## src/logic/arcade_macros.svh

```systemverilog
/*
 * Arcade glue widths and keyboard scan codes
 */
`ifndef ARCADE_MACROS_SVH
`define ARCADE_MACROS_SVH

`define ROM_ADDR_W 15
`define DAC_ACC_W 16
`define KEY_CODE_W 8

// PS/2 set 2 make codes
`define KEY_UP 8'h75
`define KEY_DOWN 8'h72
`define KEY_LEFT 8'h6B
`define KEY_RIGHT 8'h74
`define KEY_COIN 8'h76
`define KEY_START1 8'h05
`define KEY_START2 8'h06
`define KEY_FIRE1 8'h29
`define KEY_FIRE2 8'h11
`define KEY_FIRE3 8'h14
`define KEY_FIRE4 8'h12
`define KEY_ADVANCE 8'h1C
`define KEY_AUTO_UP 8'h3C
`define KEY_SCORE_RESET 8'h33

`endif
```

## src/logic/audio_dac.sv

```systemverilog
/*
 * First-order sigma-delta modulator for the 8-bit core audio
 */
`default_nettype none
`include "arcade_macros.svh"

module audio_dac (
	input  logic clk_sys,
	input  logic rst_n,
	input  logic [7:0] sample,
	output logic audio_bit
);

	logic [`DAC_ACC_W-1:0] acc;
	logic [`DAC_ACC_W-1:0] level;
	logic [`DAC_ACC_W:0] sum; // Extra bit holds the carry

	assign level = {sample, sample}; // FF maps to full scale
	assign sum = {1'b0, acc} + {1'b0, level};

	always_ff @(posedge clk_sys) begin
		if (!rst_n) begin
			acc <= '0;
			audio_bit <= 1'b0;
		end else begin
			acc <= sum[`DAC_ACC_W-1:0];
			audio_bit <= sum[`DAC_ACC_W];
		end
	end

endmodule

`default_nettype wire

```

## config.mk

```make
export PLATFORM = sky130hd
export DESIGN_NAME = audio_dac
export DESIGN_NICKNAME = d
export VERILOG_FILES = /design/src/logic/audio_dac.sv
export VERILOG_INCLUDE_DIRS = /design/src /design/src/logic
export SDC_FILE = /design/constraint.sdc
export NUM_CORES = 1
export LEC_CHECK = 0
export BUFFER_PORTS_ARGS = -buffer_cell sky130_fd_sc_hd__buf_2
export CAP_MARGIN = 10
export CORE_UTILIZATION = 55
export DETAILED_ROUTE_END_ITERATION = 7
export GPL_ROUTABILITY_DRIVEN = 0
export PLACE_DENSITY = 0.75
export REMOVE_ABC_BUFFERS = 1
export SYNTH_ARGS = -nofsm -noshare
export SYNTH_HDL_FRONTEND = slang
export SYNTH_SLANG_ARGS = --single-unit
```

## constraint.sdc

```tcl
create_clock -name clk_sys -period 3.75 [get_ports clk_sys]
set_clock_uncertainty 0.15 [all_clocks]
set_input_delay 0.1875 -clock clk_sys [delete_from_list [all_inputs] [get_ports clk_sys]]
set_output_delay 0.1875 -clock clk_sys [all_outputs]
set_load 0.01 [all_outputs]
```

==> flow_metrics.py <==
metrics = {
    "layout": {
        "layout.cells.most_common": "sky130_fd_sc_hd__dfxtp_1",
        "mostFrequentLayoutCells": "sky130_fd_sc_hd__dfxtp_1, sky130_fd_sc_hd__ha_1, sky130_fd_sc_hd__nand2_1",
        "final_net_count": 171,
        "layout.filler_cells": 176,
        "syn2layout_area_growth_pct": 8.38,
        "post_route_cells_drive_above_1_share": 0.140,
        "final_area_mm2": 0.00125,
        "number_of_diodes_added_for_antenna_fixing": 0,
    },
    "setup_path": {
        "critPathLaunchType": "flip-flop",
        "timing_worst_setup_path_type": "reg -> reg",
        "setup.worst_path.end_class": "flip-flop",
        "crit_required_ns": 3.82,
        "worst-endpoint-arrival_ns": 2.40,
        "crit_fanout": 5,
    },
    "run": {
        "max_cap_viol_count": 0,
    },
    "routing": {
        "wl_per_cell_um": 13.2,
        "detail_route.drc_violations": 1,
        "ant_nets": 0,
        "post_dr_vias_cell": 5.65,
        "drt-initial-drc-count": 16,
        "totalWireLength_um": 2250,
        "length_of_the_first_detailed_routing_pass_in_iterations": 7,
        "vias": 960,
    },
    "sta": {
        "timing.final.hold_violations": 0,
        "clock.fmax_mhz": 429,
        "setup_tns_ns": 0,
        "report.final.setup_viol": 0,
        "maxSlewViolCount": 0,
        "slew_headroom": 0.695,
        "grt_setup_unrepaired": "no",
        "period_share": 0.621,
        "worstMarginPinSlew_ns": 0.458,
        "finalWorstPathRequiredPeriod_ns": 2.33,
    },
    "cts": {
        "numCtsBuffers": 3,
        "cts_tree": "built",
        "post_cts_resize_count": 0,
        "clk_path_buf_depth": 2,
        "ctsHtreeMaxLevel": 1,
        "cts.root.buffer_cell": "sky130_fd_sc_hd__clkbuf_4",
        "numClockSinks": 17,
        "clk_pin_slew_ns": 0.10,
        "worstSkewPairLatency_ns": 0.29,
        "post_cts_hold_buffer_count": 0,
        "post-cts-setup-buffers": 0,
    },
    "die": {
        "chipWidth_um": 47.7,
        "placement_rows": 16,
        "die_area_mm2": 0.00228,
        "floorplan.initialDensity": 0.586,
        "io-pin-count": 11,
        "core_region_area_mm2": 0.00196,
        "chipHeight_um": 47.7,
    },
    "grt": {
        "grt_max_degree": 14,
        "grt_use_total": 0.234,
        "grt_first_pass_wirelength_um": 3640,
        "globalRouteOverflowTotal": 0,
        "antenna_found_initial": 0,
        "via_count_of_the_first_global_routing_pass": 853,
    },
    "pwr": {
        "ir_drop_v": 0.000479,
        "share_clk_of_total_power": 0.104,
        "p_leak_uw": 0.000576,
        "internal_power_uw": 545,
        "seqPwrFrac": 0.295,
        "net-switching-power_uw": 402,
        "power_density_mw_per_mm2": 760,
        "p_comb_frac": 0.601,
        "switching_share": 0.424,
    },
    "synthesis": {
        "synth_seq_cells": 17,
        "synth_enable_flop_cells": 0,
        "asyncSetResetFlopFracSynth": 0,
        "synth.distinct_cells": 37,
        "postSynthAreaPerCell_um2": 8.71,
        "synthDominantAreaCellType": "sky130_fd_sc_hd__dfxtp_1",
        "portion_of_the_post_synthesis_area_used_by_sequential_elements": 0.296,
        "synth_area_mm2": 0.00115,
        "mapped_cells": 132,
        "synth.yosys.warnings": 0,
        "yosys_most_used_dff": "sky130_fd_sc_hd__dfxtp_1",
        "yosysTopAreaCellShare": 0.296,
        "synth_area_leaders": "sky130_fd_sc_hd__dfxtp_1, sky130_fd_sc_hd__ha_1, sky130_fd_sc_hd__nand2_1, sky130_fd_sc_hd__a21oi_1, sky130_fd_sc_hd__mux2i_1",
    },
    "placed_design": {
        "place.detailed.hpwl_um": 1810,
        "port_buffers": 10,
        "placed_area_mm2": 0.00122,
    },
    "outcome": {
        "status": "finished, violations left",
        "violations": "DRC",
    },
    "worst_hold_path": {
        "timing.hold.worst.class": "in -> reg",
    },
}
## path summary, 6_finish.rpt
path	slack (ns)	start	end	cells after the start
max	1.42	acc[0]	acc[14]	7
min	0.09	sample[0]	acc[0]	3
max reg2reg	1.42	acc[0]	acc[14]	7
min reg2reg	0.42	acc[0]	acc[0]	2
## routing by layer
layer  GRT usage  vias up  share of wire
li1            -      490              -
met1       0.310      438           0.49
met2       0.368       24           0.45
met3      0.0453        8          0.036
met4       0.106        0          0.024
met5           0        -              0
## power by group through the flow
| stage | clock, µW | sequential [µW] | combinational, µW |
|---|---|---|---|
| 6_report | 98.8 | 280 | 569 |
| 5_1_grt | 113 | 288 | 639 |
| 4_1_cts | 103 | 281 | 565 |
| 3_5_place_dp | 0 | 285 | 563 |
| 3_3_place_gp | 0 | 281 | 546 |
| 2_1_floorplan | 0 | 279 | 461 |
## final cells by class
class / instances / area (µm²) / share of cell area
well taps: 27 / 33.8 / 0.0271
clock buffers: 4 / 26.3 / 0.0211
inverters: 6 / 22.5 / 0.0181
flip-flops and latches: 17 / 340 / 0.273
repair buffers: 10 / 50.0 / 0.0402
multi-input cells: 106 / 773 / 0.620
## cells in the mapped netlist, types with 2 or more instances
cell / count
sky130_fd_sc_hd__dfxtp_1: 17
sky130_fd_sc_hd__ha_1: 16
sky130_fd_sc_hd__nand2_1: 14
sky130_fd_sc_hd__nor2_1: 13
sky130_fd_sc_hd__a21oi_1: 10
sky130_fd_sc_hd__inv_1: 5
sky130_fd_sc_hd__mux2i_1: 5
sky130_fd_sc_hd__nand3_1: 5
sky130_fd_sc_hd__nand2b_1: 4
sky130_fd_sc_hd__o21ai_0: 4
sky130_fd_sc_hd__xnor2_1: 4
sky130_fd_sc_hd__xor2_1: 4
sky130_fd_sc_hd__a21o_1: 3
sky130_fd_sc_hd__and2_1: 3
sky130_fd_sc_hd__a211oi_2: 2
sky130_fd_sc_hd__o21bai_1: 2
## state kept, by name, indices dropped and copies added (netlist names)
name and count:
audio_bit 1, acc 16
## per-stage QoR
step | worst slack [ns] | util | hold slack [ns] | instances | total power (µW)
finish | 1.42 | 0.635 | 0.0867 | 170 | 947
global route | 1.28 | 0.635 | 0.0841 | 170 | 1040
CTS | 1.42 | 0.635 | 0.0791 | 170 | 949
detailed placement | 1.44 | 0.622 | 0.392 | 166 | 848
global placement | 1.49 | 0.622 | 0.383 | 166 | 826
floorplan | 1.63 | - | 0.159 | 129 | 739
## kinds of logic after synthesis
group	share of synthesized area
simple gates	0.169
compound gates	0.208
fa+ha+maj	0.192
flops	0.296
buf+inv	0.0315
xor+xnor	0.0609
mux	0.0435
## critical path, stage by stage, from the launching register on
cell,delay [ns]
sky130_fd_sc_hd__dfxtp_1,0.32
sky130_fd_sc_hd__ha_1,0.21
sky130_fd_sc_hd__fa_1,0.42
sky130_fd_sc_hd__a21o_1,0.22
sky130_fd_sc_hd__a221oi_2,0.44
sky130_fd_sc_hd__nor2_2,0.08
sky130_fd_sc_hd__a211oi_2,0.23
sky130_fd_sc_hd__mux2i_1,0.20
Note: power is estimated with default switching activity, not from simulation.
