===== config.mk =====
export PLATFORM = sky130hd
export DESIGN_NAME = input_mapper
export DESIGN_NICKNAME = d
export VERILOG_FILES = /design/src/logic/board_pkg.sv /design/src/logic/input_mapper.sv
export VERILOG_INCLUDE_DIRS = /design/src /design/src/logic
export SDC_FILE = /design/constraint.sdc
export NUM_CORES = 1
export LEC_CHECK = 0
export BUFFER_PORTS_ARGS = -buffer_cell sky130_fd_sc_hd__buf_2
export CORE_MARGIN = 2
export CORE_UTILIZATION = 47
export CTS_CLUSTER_DIAMETER = 120
export DETAILED_ROUTE_END_ITERATION = 10
export GPL_TIMING_DRIVEN = 0
export HOLD_SLACK_MARGIN = 0.08
export PLACE_DENSITY_LB_ADDON = 0.05
export SLEW_MARGIN = 20
export SYNTH_ARGS = -nofsm -noshare
export SYNTH_HDL_FRONTEND = slang
export SYNTH_SLANG_ARGS = --single-unit

===== constraint.sdc =====
create_clock -name clk_sys -period 1.2 [get_ports clk_sys]
set_clock_uncertainty 0.1 [all_clocks]
set_input_delay 0.18 -clock clk_sys [delete_from_list [all_inputs] [get_ports clk_sys]]
set_output_delay 0.18 -clock clk_sys [all_outputs]
set_load 0.02 [all_outputs]

===== src/logic/arcade_macros.svh =====
/*
 * Arcade glue widths and keyboard scan codes
 */
`ifndef ARCADE_MACROS_SVH
`define ARCADE_MACROS_SVH

`define ROM_ADDR_W 15
`define DAC_ACC_W 16
`define KEY_CODE_W 8

// PS/2 set 2 make codes
`define KEY_UP 8'h75
`define KEY_DOWN 8'h72
`define KEY_LEFT 8'h6B
`define KEY_RIGHT 8'h74
`define KEY_COIN 8'h76
`define KEY_START1 8'h05
`define KEY_START2 8'h06
`define KEY_FIRE1 8'h29
`define KEY_FIRE2 8'h11
`define KEY_FIRE3 8'h14
`define KEY_FIRE4 8'h12
`define KEY_ADVANCE 8'h1C
`define KEY_AUTO_UP 8'h3C
`define KEY_SCORE_RESET 8'h33

`endif

===== src/logic/board_pkg.sv =====
/*
 * Board-side types: key events, joysticks, player and cabinet controls, menu
 */
`default_nettype none
`include "arcade_macros.svh"

package board_pkg;

	typedef struct packed {
		logic pressed;
		logic [`KEY_CODE_W-1:0] code;
	} key_event_t;

	typedef struct packed {
		logic fire4;
		logic fire3;
		logic fire2;
		logic fire1;
		logic up;
		logic down;
		logic left;
		logic right; // Bit 0
	} joy_t;

	typedef struct packed {
		logic up;
		logic down;
		logic left;
		logic right;
		logic fire1;
		logic fire2;
		logic fire3;
		logic fire4;
	} player_ctrl_t;

	typedef struct packed {
		logic coin;
		logic start1;
		logic start2;
		logic advance;
		logic auto_up;
		logic score_reset;
	} cabinet_t;

	typedef struct packed {
		logic rotate;
		logic [1:0] scanlines; // 0 off, 1..3 dim depth
		logic reset_req;
	} menu_t;

endpackage

`default_nettype wire


===== src/logic/input_mapper.sv =====
/*
 * Player input mapping: keyboard button state, joystick merge and
 * optional quarter turn of the directions
 */
`default_nettype none
`include "arcade_macros.svh"

module input_mapper (
	input  logic clk_sys,
	input  logic rst_n,
	input  logic key_strobe,
	input  board_pkg::key_event_t key_event,
	input  board_pkg::joy_t joy0,
	input  board_pkg::joy_t joy1,
	input  logic rotate,
	output board_pkg::player_ctrl_t ctrl,
	output board_pkg::cabinet_t cabinet
);

	import board_pkg::*;

	player_ctrl_t kb_ctrl; // Held keyboard buttons
	cabinet_t kb_cab;
	joy_t joy_any;
	player_ctrl_t ctrl_next;
	logic src_up;
	logic src_down;
	logic src_left;
	logic src_right;

	always_ff @(posedge clk_sys) begin
		if (!rst_n) begin
			kb_ctrl <= '0;
			kb_cab <= '0;
		end else if (key_strobe) begin
			case (key_event.code)
				`KEY_UP:          kb_ctrl.up <= key_event.pressed;
				`KEY_DOWN:        kb_ctrl.down <= key_event.pressed;
				`KEY_LEFT:        kb_ctrl.left <= key_event.pressed;
				`KEY_RIGHT:       kb_ctrl.right <= key_event.pressed;
				`KEY_FIRE1:       kb_ctrl.fire1 <= key_event.pressed; // Space
				`KEY_FIRE2:       kb_ctrl.fire2 <= key_event.pressed; // Alt
				`KEY_FIRE3:       kb_ctrl.fire3 <= key_event.pressed; // Ctrl
				`KEY_FIRE4:       kb_ctrl.fire4 <= key_event.pressed; // Left shift
				`KEY_COIN:        kb_cab.coin <= key_event.pressed; // Esc
				`KEY_START1:      kb_cab.start1 <= key_event.pressed; // F1
				`KEY_START2:      kb_cab.start2 <= key_event.pressed; // F2
				`KEY_ADVANCE:     kb_cab.advance <= key_event.pressed;
				`KEY_AUTO_UP:     kb_cab.auto_up <= key_event.pressed;
				`KEY_SCORE_RESET: kb_cab.score_reset <= key_event.pressed;
				default: ; // Unmapped key
			endcase
		end
	end

	assign joy_any = joy0 | joy1;
	assign src_up = kb_ctrl.up | joy_any.up;
	assign src_down = kb_ctrl.down | joy_any.down;
	assign src_left = kb_ctrl.left | joy_any.left;
	assign src_right = kb_ctrl.right | joy_any.right;

	always_comb begin
		ctrl_next.fire1 = kb_ctrl.fire1 | joy_any.fire1;
		ctrl_next.fire2 = kb_ctrl.fire2 | joy_any.fire2;
		ctrl_next.fire3 = kb_ctrl.fire3 | joy_any.fire3;
		ctrl_next.fire4 = kb_ctrl.fire4 | joy_any.fire4;
		if (rotate) begin
			ctrl_next.up = src_up;
			ctrl_next.down = src_down;
			ctrl_next.left = src_left;
			ctrl_next.right = src_right;
		end else begin
			// Cabinet mounted on its side
			ctrl_next.up = src_right;
			ctrl_next.down = src_left;
			ctrl_next.left = src_up;
			ctrl_next.right = src_down;
		end
	end

	always_ff @(posedge clk_sys) begin
		if (!rst_n) begin
			ctrl <= '0;
			cabinet <= '0;
		end else begin
			ctrl <= ctrl_next;
			cabinet <= kb_cab;
		end
	end

	// Opposing directions only come out together if some source asked for both
	a_no_up_down: assert property (@(posedge clk_sys) disable iff (!rst_n)
		!(src_up && src_down) && !(src_left && src_right) |=> !(ctrl.up && ctrl.down));

endmodule

`default_nettype wire


==> impl_metrics.json <==
{
  "grt_pass1_vias": 993,
  "die_w_um": 53.5,
  "crit_arrival_ps": 1230,
  "fin_area_mm2": 0.00154,
  "htree_num_levels": 1,
  "synth_common_cells": "28 x dfxtp_1, 14 x nand2_1, 13 x mux2i_1",
  "hold_start": "key_event[3]",
  "grt_busiest_layer": "met2",
  "grt_util_met1": 0.233,
  "overflow": 0,
  "rr_startpoint": "kb_ctrl[5]",
  "grt_max_degree": 17,
  "ys.flop_type": "dfxtp_1",
  "start_kind": "input pin",
  "io_buffers": 40,
  "fmax_ghz": 0.909,
  "clk_path_buf_depth": 2,
  "cts_inserted_buffers": 3,
  "ys_top_cells_by_area": "dfxtp_1 49%, mux2i_1 11%, nand2_1 4.6%, nor3_1 3.5%, nor4_1 2.7%",
  "post_cts_buffers": 0,
  "drtPass1Iterations": 4,
  "area_growth_pct": 33.7,
  "ys_seq_area_frac": 0.487,
  "syn-cell-area_mm2": 0.00115,
  "rsz0062_at_grt": "false",
  "clkSlewWorstSetupHoldPaths_ps": 150,
  "dp_hpwl_mm": 1.83,
  "hold_depth": 3,
  "netlist_instances": 115,
  "endpoint_kind": "flip-flop",
  "die_h_um": 53.5,
  "fin_crit_ps": 1100,
  "ys_seq_elements": 28,
  "initial_utilization": 0.510,
  "synth_top_cell_area_share": 0.487,
  "cp.required_ps": 1330,
  "cellPowerDensity_mw_per_mm2": 1150,
  "clock_latency_ps": 310,
  "syn-num-nets": 144,
  "setup_viol": 0,
  "antenna_cells": 0,
  "reg2regPathDepth": 2,
  "layout_worst_path_cycle_share": 0.917,
  "synth_cell_types": 24,
  "dieArea_mm2": 0.00286,
  "routabilityCongestion": 0.834,
  "peakVddDrop_mv": 0.729,
  "dpl.cell_count": 183,
  "detail_route.iter0.violations": 8,
  "avgSynthCellArea_um2": 10.0,
  "yosys.cell_count.top_type": "dfxtp_1",
  "leakage_uw": 0.000751,
  "final_layout_size_suffix_gt1_frac": 0.296,
  "stdcell_count": 197,
  "critPathKind": "in2reg",
  "run_status": "complete, no violations",
  "vias_per_cell": 5.24,
  "critPathMaxFanout": 7,
  "setup_slack_ps": 99.8,
  "slew_headroom": 0.712,
  "track_usage": 0.192,
  "ys_warn_count": 0,
  "rows": 17,
  "post_drt_wl_per_cell_um": 12.3,
  "max_cap_violations": 0,
  "netlist.top_cell.by_area": "dfxtp_1",
  "finalHoldViolCount": 0,
  "grt_pass1_wl_mm": 4.06,
  "worst_hold_path_type": "in2reg",
  "synth-edff-count": 0,
  "use_met2": 0.335,
  "dp_slack_ps": -83.0,
  "fin_nets": 199,
  "setup-tns-final_ps": 0,
  "async_flop_share": 0,
  "drc": 0,
  "via_count": 1033,
  "use_met3": 0.0254,
  "holdWs_ps": 86.9,
  "ios": 43,
  "placed_cell_area_mm2": 0.00139,
  "core_area_mm2": 0.00225,
  "tightest_slew_ps": 432,
  "startpoint": "key_event[4]",
  "antenna_found_initial": 0,
  "ant_nets": 0,
  "clkSinkCount": 28,
  "routed_wl_mm": 2.43,
  "maxSlewViolCount": 0,
  "cts_tree": "yes",
  "root_buffer": "clkbuf_4"
}
layout make-up:
cell class                 count  area [µm²]
timing repair buffer          50         300
inverter                       7        26.3
clock inverter                 1        30.0
tap                           28        35.0
multi-input combinational     76         547
clock buffer                   3        22.5
buffer                         4        16.3
sequential                    28         561
fill                         201         717
path summary, 6_finish.rpt:
kind | to | slack [ps]
max | kb_ctrl[5] | 100
min reg2reg | cabinet[3] | 360
min | kb_cab[2] | 90
max reg2reg | ctrl[6] | 250
critical path, stage by stage:
cell and delay (ps):
buf_2 140, dlygate4sd3_1 580, o41ai_1 340
stage by stage:
| step | utilization | power [µW] |
|---|---|---|
| floorplan | - | 1070 |
| global placement | 0.614 | 1160 |
| detailed placement | 0.614 | 1170 |
| CTS | 0.682 | 1790 |
| global route | 0.682 | 1840 |
| finish | 0.682 | 1780 |
metal layers:
layer  routed length, µm  up-vias  part of all wire
li1                    -      524                 -
met1                1110      475              0.46
met2                1150       32              0.47
met3                 143        2             0.059
met4                  17        0            0.0070
met5                   0        -                 0
power by group:
part,internal [µW],switching [µW],total [µW]
sequential,949,3.71,953
combinational,97.8,121,219
clock,338,266,604
state kept, by name, summed over array words and instances, names as in the netlist:
name / flops
ctrl: 8
kb_ctrl: 8
cabinet: 6
kb_cab: 6
repair_timing:
action / 4_1_cts / 5_1_grt
resized for setup: 0 / 0
endpoints found under the hold margin: 9 / 0
hold buffers: 10 / 0
cell families after synthesis:
| logic type | after synthesis | share of synthesized area |
|---|---|---|
| AND/OR/NAND/NOR | 57 | 0.321 |
| AO/OA/AOI/OAI | 6 | 0.0414 |
| multiplexers | 13 | 0.113 |
| buffers and inverters | 11 | 0.0370 |
| flip-flops | 28 | 0.487 |
placed cells by master (no fill, tap or decap), drive strengths merged:
cell / instances
nand2: 14
nor2b: 2
nor3b: 2
and4bb: 2
nor2: 6
and3b: 2
o311ai: 1
nor4b: 1
buf: 41
nand4b: 3
nor4: 6
and2: 1
mux2i: 13
dlygate4sd3: 10
nor3: 8
nand3b: 2
nand4: 3
dfxtp: 28
inv: 7
bufinv: 1
o41ai: 1
nand3: 5
clkbuf: 6
a211oi: 4
No activity file was read; power rests on OpenSTA's default activity.
