===== config.mk =====
export PLATFORM = sky130hd
export DESIGN_NAME = video_blanker
export DESIGN_NICKNAME = d
export VERILOG_FILES = /design/src/logic/media_pkg.sv /design/src/logic/video_blanker.sv
export VERILOG_INCLUDE_DIRS = /design/src /design/src/logic
export SDC_FILE = /design/constraint.sdc
export NUM_CORES = 1
export LEC_CHECK = 0
export ABC_AREA = 1
export BUFFER_PORTS_ARGS = -buffer_cell sky130_fd_sc_hd__buf_2
export CAP_MARGIN = 20
export CORE_UTILIZATION = 35
export CTS_CLUSTER_DIAMETER = 150
export DETAILED_ROUTE_END_ITERATION = 8
export SYNTH_ARGS = -nofsm -noshare
export SYNTH_HDL_FRONTEND = slang
export SYNTH_SLANG_ARGS = --single-unit

===== constraint.sdc =====
create_clock -name clk_sys -period 1.8 [get_ports clk_sys]
set_clock_uncertainty 0.05 [all_clocks]
set_input_delay 0.36 -clock clk_sys [delete_from_list [all_inputs] [get_ports clk_sys]]
set_output_delay 0.36 -clock clk_sys [all_outputs]
set_load 0.02 [all_outputs]

===== src/logic/arcade_macros.svh =====
/*
 * Arcade glue widths and keyboard scan codes
 */
`ifndef ARCADE_MACROS_SVH
`define ARCADE_MACROS_SVH

`define ROM_ADDR_W 15
`define DAC_ACC_W 16
`define KEY_CODE_W 8

// PS/2 set 2 make codes
`define KEY_UP 8'h75
`define KEY_DOWN 8'h72
`define KEY_LEFT 8'h6B
`define KEY_RIGHT 8'h74
`define KEY_COIN 8'h76
`define KEY_START1 8'h05
`define KEY_START2 8'h06
`define KEY_FIRE1 8'h29
`define KEY_FIRE2 8'h11
`define KEY_FIRE3 8'h14
`define KEY_FIRE4 8'h12
`define KEY_ADVANCE 8'h1C
`define KEY_AUTO_UP 8'h3C
`define KEY_SCORE_RESET 8'h33

`endif

===== src/logic/media_pkg.sv =====
/*
 * Media types: ROM download writes, core pixels, video in and out
 */
`default_nettype none
`include "arcade_macros.svh"

package media_pkg;

	typedef struct packed {
		logic [`ROM_ADDR_W-1:0] addr;
		logic [7:0] data;
	} rom_wr_t;

	typedef struct packed {
		logic [2:0] r;
		logic [2:0] g;
		logic [1:0] b;
	} pixel_t;

	typedef struct packed {
		pixel_t pix;
		logic hs;
		logic vs;
		logic blankn;
	} vid_in_t;

	typedef struct packed {
		logic [5:0] r;
		logic [5:0] g;
		logic [5:0] b;
		logic hs;
		logic vs;
	} vid_out_t;

endpackage

`default_nettype wire


===== src/logic/video_blanker.sv =====
/*
 * Video output stage: blanking, expansion to 6 bits per colour and
 * scanline dimming on odd lines
 */
`default_nettype none

module video_blanker (
	input  logic clk_sys,
	input  logic rst_n,
	input  logic [1:0] scanlines,
	input  media_pkg::vid_in_t core_vid,
	output media_pkg::vid_out_t vid_out
);

	import media_pkg::*;

	logic hs_d;
	logic odd_line;
	vid_out_t vid_next;
	logic [2:0] b3;

	function automatic logic [5:0] dim(input logic [5:0] c, input logic [1:0] level);
		case (level)
			2'd1: dim = c - (c >> 2);
			2'd2: dim = c >> 1;
			2'd3: dim = c >> 2;
			default: dim = c;
		endcase
	endfunction

	always_ff @(posedge clk_sys) begin
		if (!rst_n) begin
			hs_d <= 1'b0;
			odd_line <= 1'b0;
		end else begin
			hs_d <= core_vid.hs;
			if (core_vid.vs) begin
				odd_line <= 1'b0; // Frame restarts on an even line
			end else if (core_vid.hs && !hs_d) begin
				odd_line <= !odd_line;
			end
		end
	end

	assign b3 = {core_vid.pix.b, core_vid.pix.b[0]};

	always_comb begin
		vid_next.hs = core_vid.hs;
		vid_next.vs = core_vid.vs;
		vid_next.r = {core_vid.pix.r, core_vid.pix.r};
		vid_next.g = {core_vid.pix.g, core_vid.pix.g};
		vid_next.b = {b3, b3};
		if (odd_line) begin
			vid_next.r = dim(vid_next.r, scanlines);
			vid_next.g = dim(vid_next.g, scanlines);
			vid_next.b = dim(vid_next.b, scanlines);
		end
		if (!core_vid.blankn) begin
			vid_next.r = '0;
			vid_next.g = '0;
			vid_next.b = '0;
		end
	end

	always_ff @(posedge clk_sys) begin
		if (!rst_n) begin
			vid_out <= '0;
		end else begin
			vid_out <= vid_next;
		end
	end

	a_blank_black: assert property (@(posedge clk_sys) disable iff (!rst_n)
		!core_vid.blankn |=> vid_out.r == '0 && vid_out.g == '0 && vid_out.b == '0);

endmodule

`default_nettype wire


==> results of run 1 <==
-- flip-flops by register name (all words and copies together), names as in the netlist --
signal    cells
odd_line      1
vid_out      20
-- power by group --
part | switching [W] | total (W) | internal (W)
registers | 0.00000742 | 0.000494 | 0.000486
logic | 0.000172 | 0.000276 | 0.000104
clock network | 0.000153 | 0.000307 | 0.000154
-- logic make-up (layout without fill, tap and decap cells) --
group / after synthesis / after routing
AOI/OAI and AO/OA: 45 / 45
adders and majority gates: 14 / 14
and+or+nand+nor: 69 / 69
buffers and inverters: 33 / 80
DFF: 21 / 21
-- layout make-up --
class	instances	area, sq um	share of cell area [%]
multi-input combinational	128	747.0	45.40
sequential	21	420.4	25.55
timing repair buffer	46	260.3	15.82
inverter	30	113.9	6.920
tap	46	57.56	3.498
clock buffer	3	41.29	2.510
clock inverter	1	5.005	0.3042
-- layer usage --
metal,wire length (microns),share of wire [%],up-vias
met4,31,1.0,0
met3,139,4.5,4
met1,1499,48,584
met2,1428,46,40
met5,0,0,-
li1,-,-,694
-- worst paths after layout --
check                            startpoint     endpoint  slack, ns
worst max-delay path            core_vid[8]  vid_out[18]       0.31
worst min-delay path            core_vid[1]     odd_line       0.22
worst max register to register     odd_line  vid_out[17]       0.40
worst min register to register     odd_line   vid_out[6]       0.56
-- stage by stage --
stage	std cells	instance area [sq um]	power (W)	utilization, %
after floorplan	182	1308	0.0006779	-
after global placement	271	1599	0.0007808	46.10
after detailed placement	271	1599	0.0007807	46.10
after CTS	275	1645	0.001084	47.44
after global routing	275	1645	0.001151	47.44
final	275	1645	0.001077	47.44
-- worst max-delay path, cell delays in order --
cell	delay, ns
buf_2	0.10
inv_1	0.06
ha_1	0.14
inv_1	0.06
fa_1	0.38
nand2_1	0.09
a21oi_1	0.08
o21ai_0	0.14
nand3_1	0.09
a21oi_1	0.14
-- cell usage after synthesis --
cell type	n	share of area, %
a21oi_1	21	8.0
a221oi_1	3	2.0
a31oi_1	2	0.96
a41oi_1	1	0.67
buf_4	2	1.1
buf_6	1	0.86
clkinv_2	1	0.38
dfxtp_1	21	32
fa_1	2	3.1
ha_1	12	11
inv_1	27	7.8
inv_2	2	0.57
nand2_1	37	11
nand2_4	2	1.7
nand3_1	9	3.4
nand4_1	1	0.48
nor2_1	15	4.3
nor2_2	1	0.48
nor3_1	3	1.1
nor4_1	1	0.48
o21a_1	1	0.57
o21ai_0	12	4.6
o21ai_1	2	0.77
o221ai_1	1	0.67
o221ai_2	1	1.1
o22ai_1	1	0.48
==> summary.txt, run 1 <==
GRT
  • Met2 GRT Util: between 30 and 40%
  • Largest net degree at the start of global routing: 13
  • Tot GR Track Use: 17.19%
  • Initial antenna violation count: 0
  • GR peak layer: met2
  • First-pass GRT wire length: between 5000 and 6000 microns
  • GR Util met3: 2.355%
  • Vias in the first global route: 1212
  • Gr ovfl total: 0
  • GR Util met1: between 20% and 30%

Detailed routing
  • Detailed-route DRC error count: 0
  • Average wire per standard cell: ~11 microns
  • Initial DRT Pass Iterations: 4
  • Post-DR vias/cell: around 4.8
  • DR vias: approximately 1300
  • First DRT Iteration DRCs: 48
  • Detail Route Antenna Nets: 0
  • Post-Route WL: 3099 microns

Placed design
  • Worst slack, placed: approximately 0.035 ns
  • Final GP Congestion: between 0.8 and 0.9
  • Port Buffers: 34
  • Final HPWL DP: ~2500 microns

Synth
  • Yosys cell types: 26
  • Simple-Gate Fraction of Synth Area: between 20 and 25%
  • Synthesized area: 1308 sq um
  • Synth Area in XOR/XNOR: 0%
  • Mapped Cells: about 180
  • Yosys reg bits: 21
  • Largest family of logic cells by synthesized area: simple AND/OR/NAND/NOR gates
  • Post-synthesis sequential area ratio: between 30 and 40%
  • Compound-cell area share of the yosys netlist: roughly 20%
  • Mux cell area share after synthesis: 0%
  • Syn Nets: 211
  • Adder-Cell Fraction of Synth Area: between 10% and 20%
  • Syn_area_per_cell: 7.184 sq um
  • Synth warnings: 0

STA
  • Fin. Hold Viols: 0
  • Fmax achieved: around 670 MHz
  • Worst-Margin Slew: 0.3545 ns
  • Final hold slack: 0.2195 ns
  • Period utilization: between 80% and 90%
  • Slew Limit Headroom: about 76%
  • Final setup viols: 0
  • Final worst path period need: about 1.5 ns
  • RSZ-0062 raised after global routing: false
  • Max Slew Vio Count: 0
  • Final worst slack: 0.3056 ns
  • Setup Total Neg Slack: 0 ns

Critical path
  • Crit path kind: primary input to flip-flop
  • Worst endpoint data arrival time: roughly 1.6 ns
  • Critical Path Start Type: primary input
  • Worst Path Required: about 2.0 ns
  • R2R depth: 5
  • CP Max Fanout: 3
  • Crit. End Element: flip-flop

Pwr
  • Power per Cell Area: 654.3 nW/um^2
  • Pleak: just under 0.9 nW
  • Peak supply drop: between 0.2 and 0.25 mV

Run status
  • Outcome: finished clean

Clock tree
  • Setup Fix Bufs, Post-CTS: 0
  • Worst-path clk slew: around 0.07 ns
  • Clk buf depth: 2
  • Clock insertion delay at the later pin of the skew report: between 0.2 and 0.3 ns
  • CTS tree: done
  • Htree depth: 1
  • Clock Root Buffer: clkbuf_8
  • Clock sink count: 21
  • Cts repair resizes: 0
  • Hold buffers post-CTS: 0
  • Total CTS buffers: 3

Hold path
  • Worst Hold Class: primary input to flip-flop
  • Min-Delay Path Depth: 2

Layout
  • Final nets: roughly 260
  • Fillers: 370
  • Most frequent cells in the layout: nand2_1, buf_2, inv_1
  • Commonest non-fill, non-tap cell in the layout: nand2_1
  • Fraction of layout cells with a size suffix above 1: around 25%
  • Diode count: 0
  • P&R area growth vs syn: 25.84%

Die
  • Core area: 3468 sq um
  • Die height: ~63 microns
  • Die area: 3984 sq um
  • Initial Utilization: 37.70%
  • Die X: between 60 and 70 microns
  • I/O pin cnt: 35
  • Num rows: 21

Job
  • Max-cap viol count: 0
(Power assumes the default switching activity.)
==> run 2, diff against run 1 <==
Clock period 1.8 ns to 1.6 ns, I/O delays scaled along.
==> summary.txt, run 2 (synthesized netlist as in run 1, its figures left out) <==
Critical path
  • Slowest stage delay, CP: 0.38 ns (about the same)
  • CP Cell Sequence: buf_2 > inv_1 > ha_1 > inv_1 > fa_1 > nand2_1 > a21oi_1 > o21ai_0 > nand3_1 > a21oi_1
  • CP Max Fanout: 3 (unchanged)
  • Critical-path top delay cell: fa_1
  • Reg-to-reg setup timing slack: 0.25 ns (-0.15 ns)
  • Worst endpoint data arrival time: 1.60 ns (-0.04 ns)
  • Crit path kind: primary input to flip-flop
  • Critical Path Start Type: primary input
  • Crit. End Element: flip-flop
  • FF-to-FF End: vid_out[14]
  • R2r startpoint: odd_line
  • Worst Path Required: 1.75 ns (-0.20 ns)
  • R2R depth: 5 (unchanged)

STA
  • Final setup viols: 0 (unchanged)
  • Slew Limit Headroom: 72.46% (-3.8 points)
  • RSZ-0062 raised after global routing: false
  • Worst-Margin Slew: 0.4125 ns (+0.05800 ns)
  • Fmax achieved: 690.9 MHz
  • Final worst path period need: 1.447 ns
  • Period utilization: between 90 and 100%
  • Setup Total Neg Slack: 0 ns (unchanged)
  • Fin. Hold Viols: 0 (unchanged)
  • Max Slew Vio Count: 0 (unchanged)

Clock tree
  • Clk buf depth: 2 (unchanged)
  • Total CTS buffers: 3 (unchanged)
  • Htree depth: 1 (unchanged)
  • Cts repair resizes: 0 (unchanged)
  • Clock sink count: 21 (unchanged)
  • Clock Root Buffer: clkbuf_8
  • Setup Fix Bufs, Post-CTS: 0 (unchanged)
  • CTS tree: done
  • Hold buffers post-CTS: 0 (unchanged)
  • Worst-path clk slew: 0.08 ns (about the same)
  • Clock insertion delay at the later pin of the skew report: 0.26 ns (about the same)

Layout
  • Final nets: 265 (+2.3%)
  • Design area: 1690 sq um (+2.7%)
  • Most frequent cells in the layout: nand2_1, buf_2, inv_1
  • Diode count: 0 (unchanged)
  • Fraction of layout cells with a size suffix above 1: 26.81% (+1.9 points)
  • Top Registers: vid_out: 20 flops, odd_line: 1 flops
  • Commonest non-fill, non-tap cell in the layout: nand2_1
  • Max reg flops: 20 (unchanged)
  • P&R area growth vs syn: 29.28%
  • Largest reg by FF count: vid_out

Die
  • Die X: 63.12 microns (unchanged)
  • Core area: 3468 sq um (unchanged)
  • Die height: 63.12 microns (unchanged)
  • Initial Utilization: 37.70% (unchanged)
  • Die area: 3984 sq um (unchanged)
  • I/O pin cnt: 35 (unchanged)
  • Num rows: 21 (unchanged)

Hold path
  • Hold Crit Start: core_vid[1]
  • Min-Delay Path Depth: 2 (unchanged)
  • WHS Endpoint: odd_line
  • Worst Hold Class: primary input to flip-flop

Detailed routing
  • First DRT Iteration DRCs: 47 (-2.1%)
  • Detailed-route DRC error count: 0 (unchanged)
  • Initial DRT Pass Iterations: 4 (unchanged)
  • Average wire per standard cell: 11.16 microns (-1.0%)
  • Post-DR vias/cell: 4.801 (-0.14%)
  • DR vias: 1349 (+2.0%)
  • Detail Route Antenna Nets: 0 (unchanged)
  • Post-Route WL: 3135 microns (+1.2%)

Placed design
  • Final HPWL DP: 2521 microns (+0.13%)
  • Final GP Congestion: 0.8713 (+2.0%)
  • Port Buffers: 34 (unchanged)
  • Placement Cell Area: 1644 sq um (+2.8%)

Pwr
  • Sequential Power Share: 45.2% (-0.7 points)
  • Switching Fraction: 31.05% (+0.21 points)
  • Sw power: 0.0003817 W (+15%)
  • Peak supply drop: 0.2837 mV (+17%)
  • Power per Cell Area: 727.1 nW/um^2 (+11%)
  • Gate power share: 26.2% (+0.6 points)
  • Clock power share: 28.6% (about the same)
  • Internal Pwr Total: 0.0008475 W (+14%)
  • Pleak: 0.9121 nW (+3.2%)

GRT
  • Tot GR Track Use: 17.44% (+0.25 points)
  • Initial antenna violation count: 0 (unchanged)
  • Gr ovfl total: 0 (unchanged)
  • First-pass GRT wire length: 5409 microns (+1.3%)
  • Largest net degree at the start of global routing: 13 (unchanged)
  • Vias in the first global route: 1239 (+2.2%)

Job
  • Max-cap viol count: 0 (unchanged)

Run status
  • Outcome: finished clean
==> run 2: area by class of cell <==
cell class | count | area (sq um)
tap | 46 | 57.56
multi-input combinational | 128 | 747.0
timing repair buffer | 52 | 305.3
fill | 381 | 1778
inverter | 30 | 113.9
sequential | 21 | 420.4
clock buffer | 3 | 41.29
clock inverter | 1 | 5.005
==> run 2: worst max-delay path: cells and delay by family <==
| kind | cells | cell delay (ns) |
|---|---|---|
| adder cells (fa/ha/maj) | 2 | 0.52 |
| AO/OA/AOI/OAI | 3 | 0.36 |
| buffers and inverters | 3 | 0.22 |
| AND/OR/NAND/NOR | 2 | 0.18 |
==> run 2: worst max path at each step <==
| stage | to | slack (ns) | from | cells after the start |
|---|---|---|---|---|
| 2_1_floorplan | vid_out[12] | 0.03 | core_vid[5] | 9 |
| 3_3_place_gp | vid_out[15] | -0.12 | core_vid[8] | 7 |
| 3_5_place_dp | vid_out[18] | -0.13 | core_vid[8] | 10 |
| 4_1_cts | vid_out[18] | 0.15 | core_vid[8] | 10 |
| 5_1_grt | vid_out[15] | 0.02 | core_vid[8] | 7 |
| 6_report | vid_out[18] | 0.15 | core_vid[8] | 10 |
==> run 2: through the flow <==
| stage | util [%] | hold slack [ns] | setup slack (ns) | cells | total power, W |
|---|---|---|---|---|---|
| floorplan | - | 0.3479 | 0.02781 | 182 | 0.0007626 |
| global placement | 47.40 | 0.4567 | -0.1172 | 277 | 0.0008901 |
| detailed placement | 47.40 | 0.4625 | -0.1322 | 277 | 0.0008892 |
| CTS | 48.74 | 0.1767 | 0.1455 | 281 | 0.001244 |
| global route | 48.74 | 0.1822 | 0.02188 | 281 | 0.001314 |
| finish | 48.74 | 0.1837 | 0.1526 | 281 | 0.001229 |
==> run 2: power groups by stage <==
stage	clock, W	combinational, W	sequential (W)
global route	0.000393	0.000362	0.000558
finish	0.000352	0.000322	0.000556
CTS	0.000366	0.000322	0.000556
detailed placement	0	0.000321	0.000568
global placement	0	0.000322	0.000568
floorplan	0	0.000167	0.000595
==> run 2: metal layers <==
| metal | global-route usage [%] | vias to the layer above | routed length, microns |
|---|---|---|---|
| li1 | - | 712 | - |
| met1 | 22.70 | 595 | 1539 |
| met2 | 28.09 | 35 | 1386 |
| met3 | 2.355 | 7 | 139 |
| met4 | 8.430 | 0 | 70 |
| met5 | 0 | - | 0 |
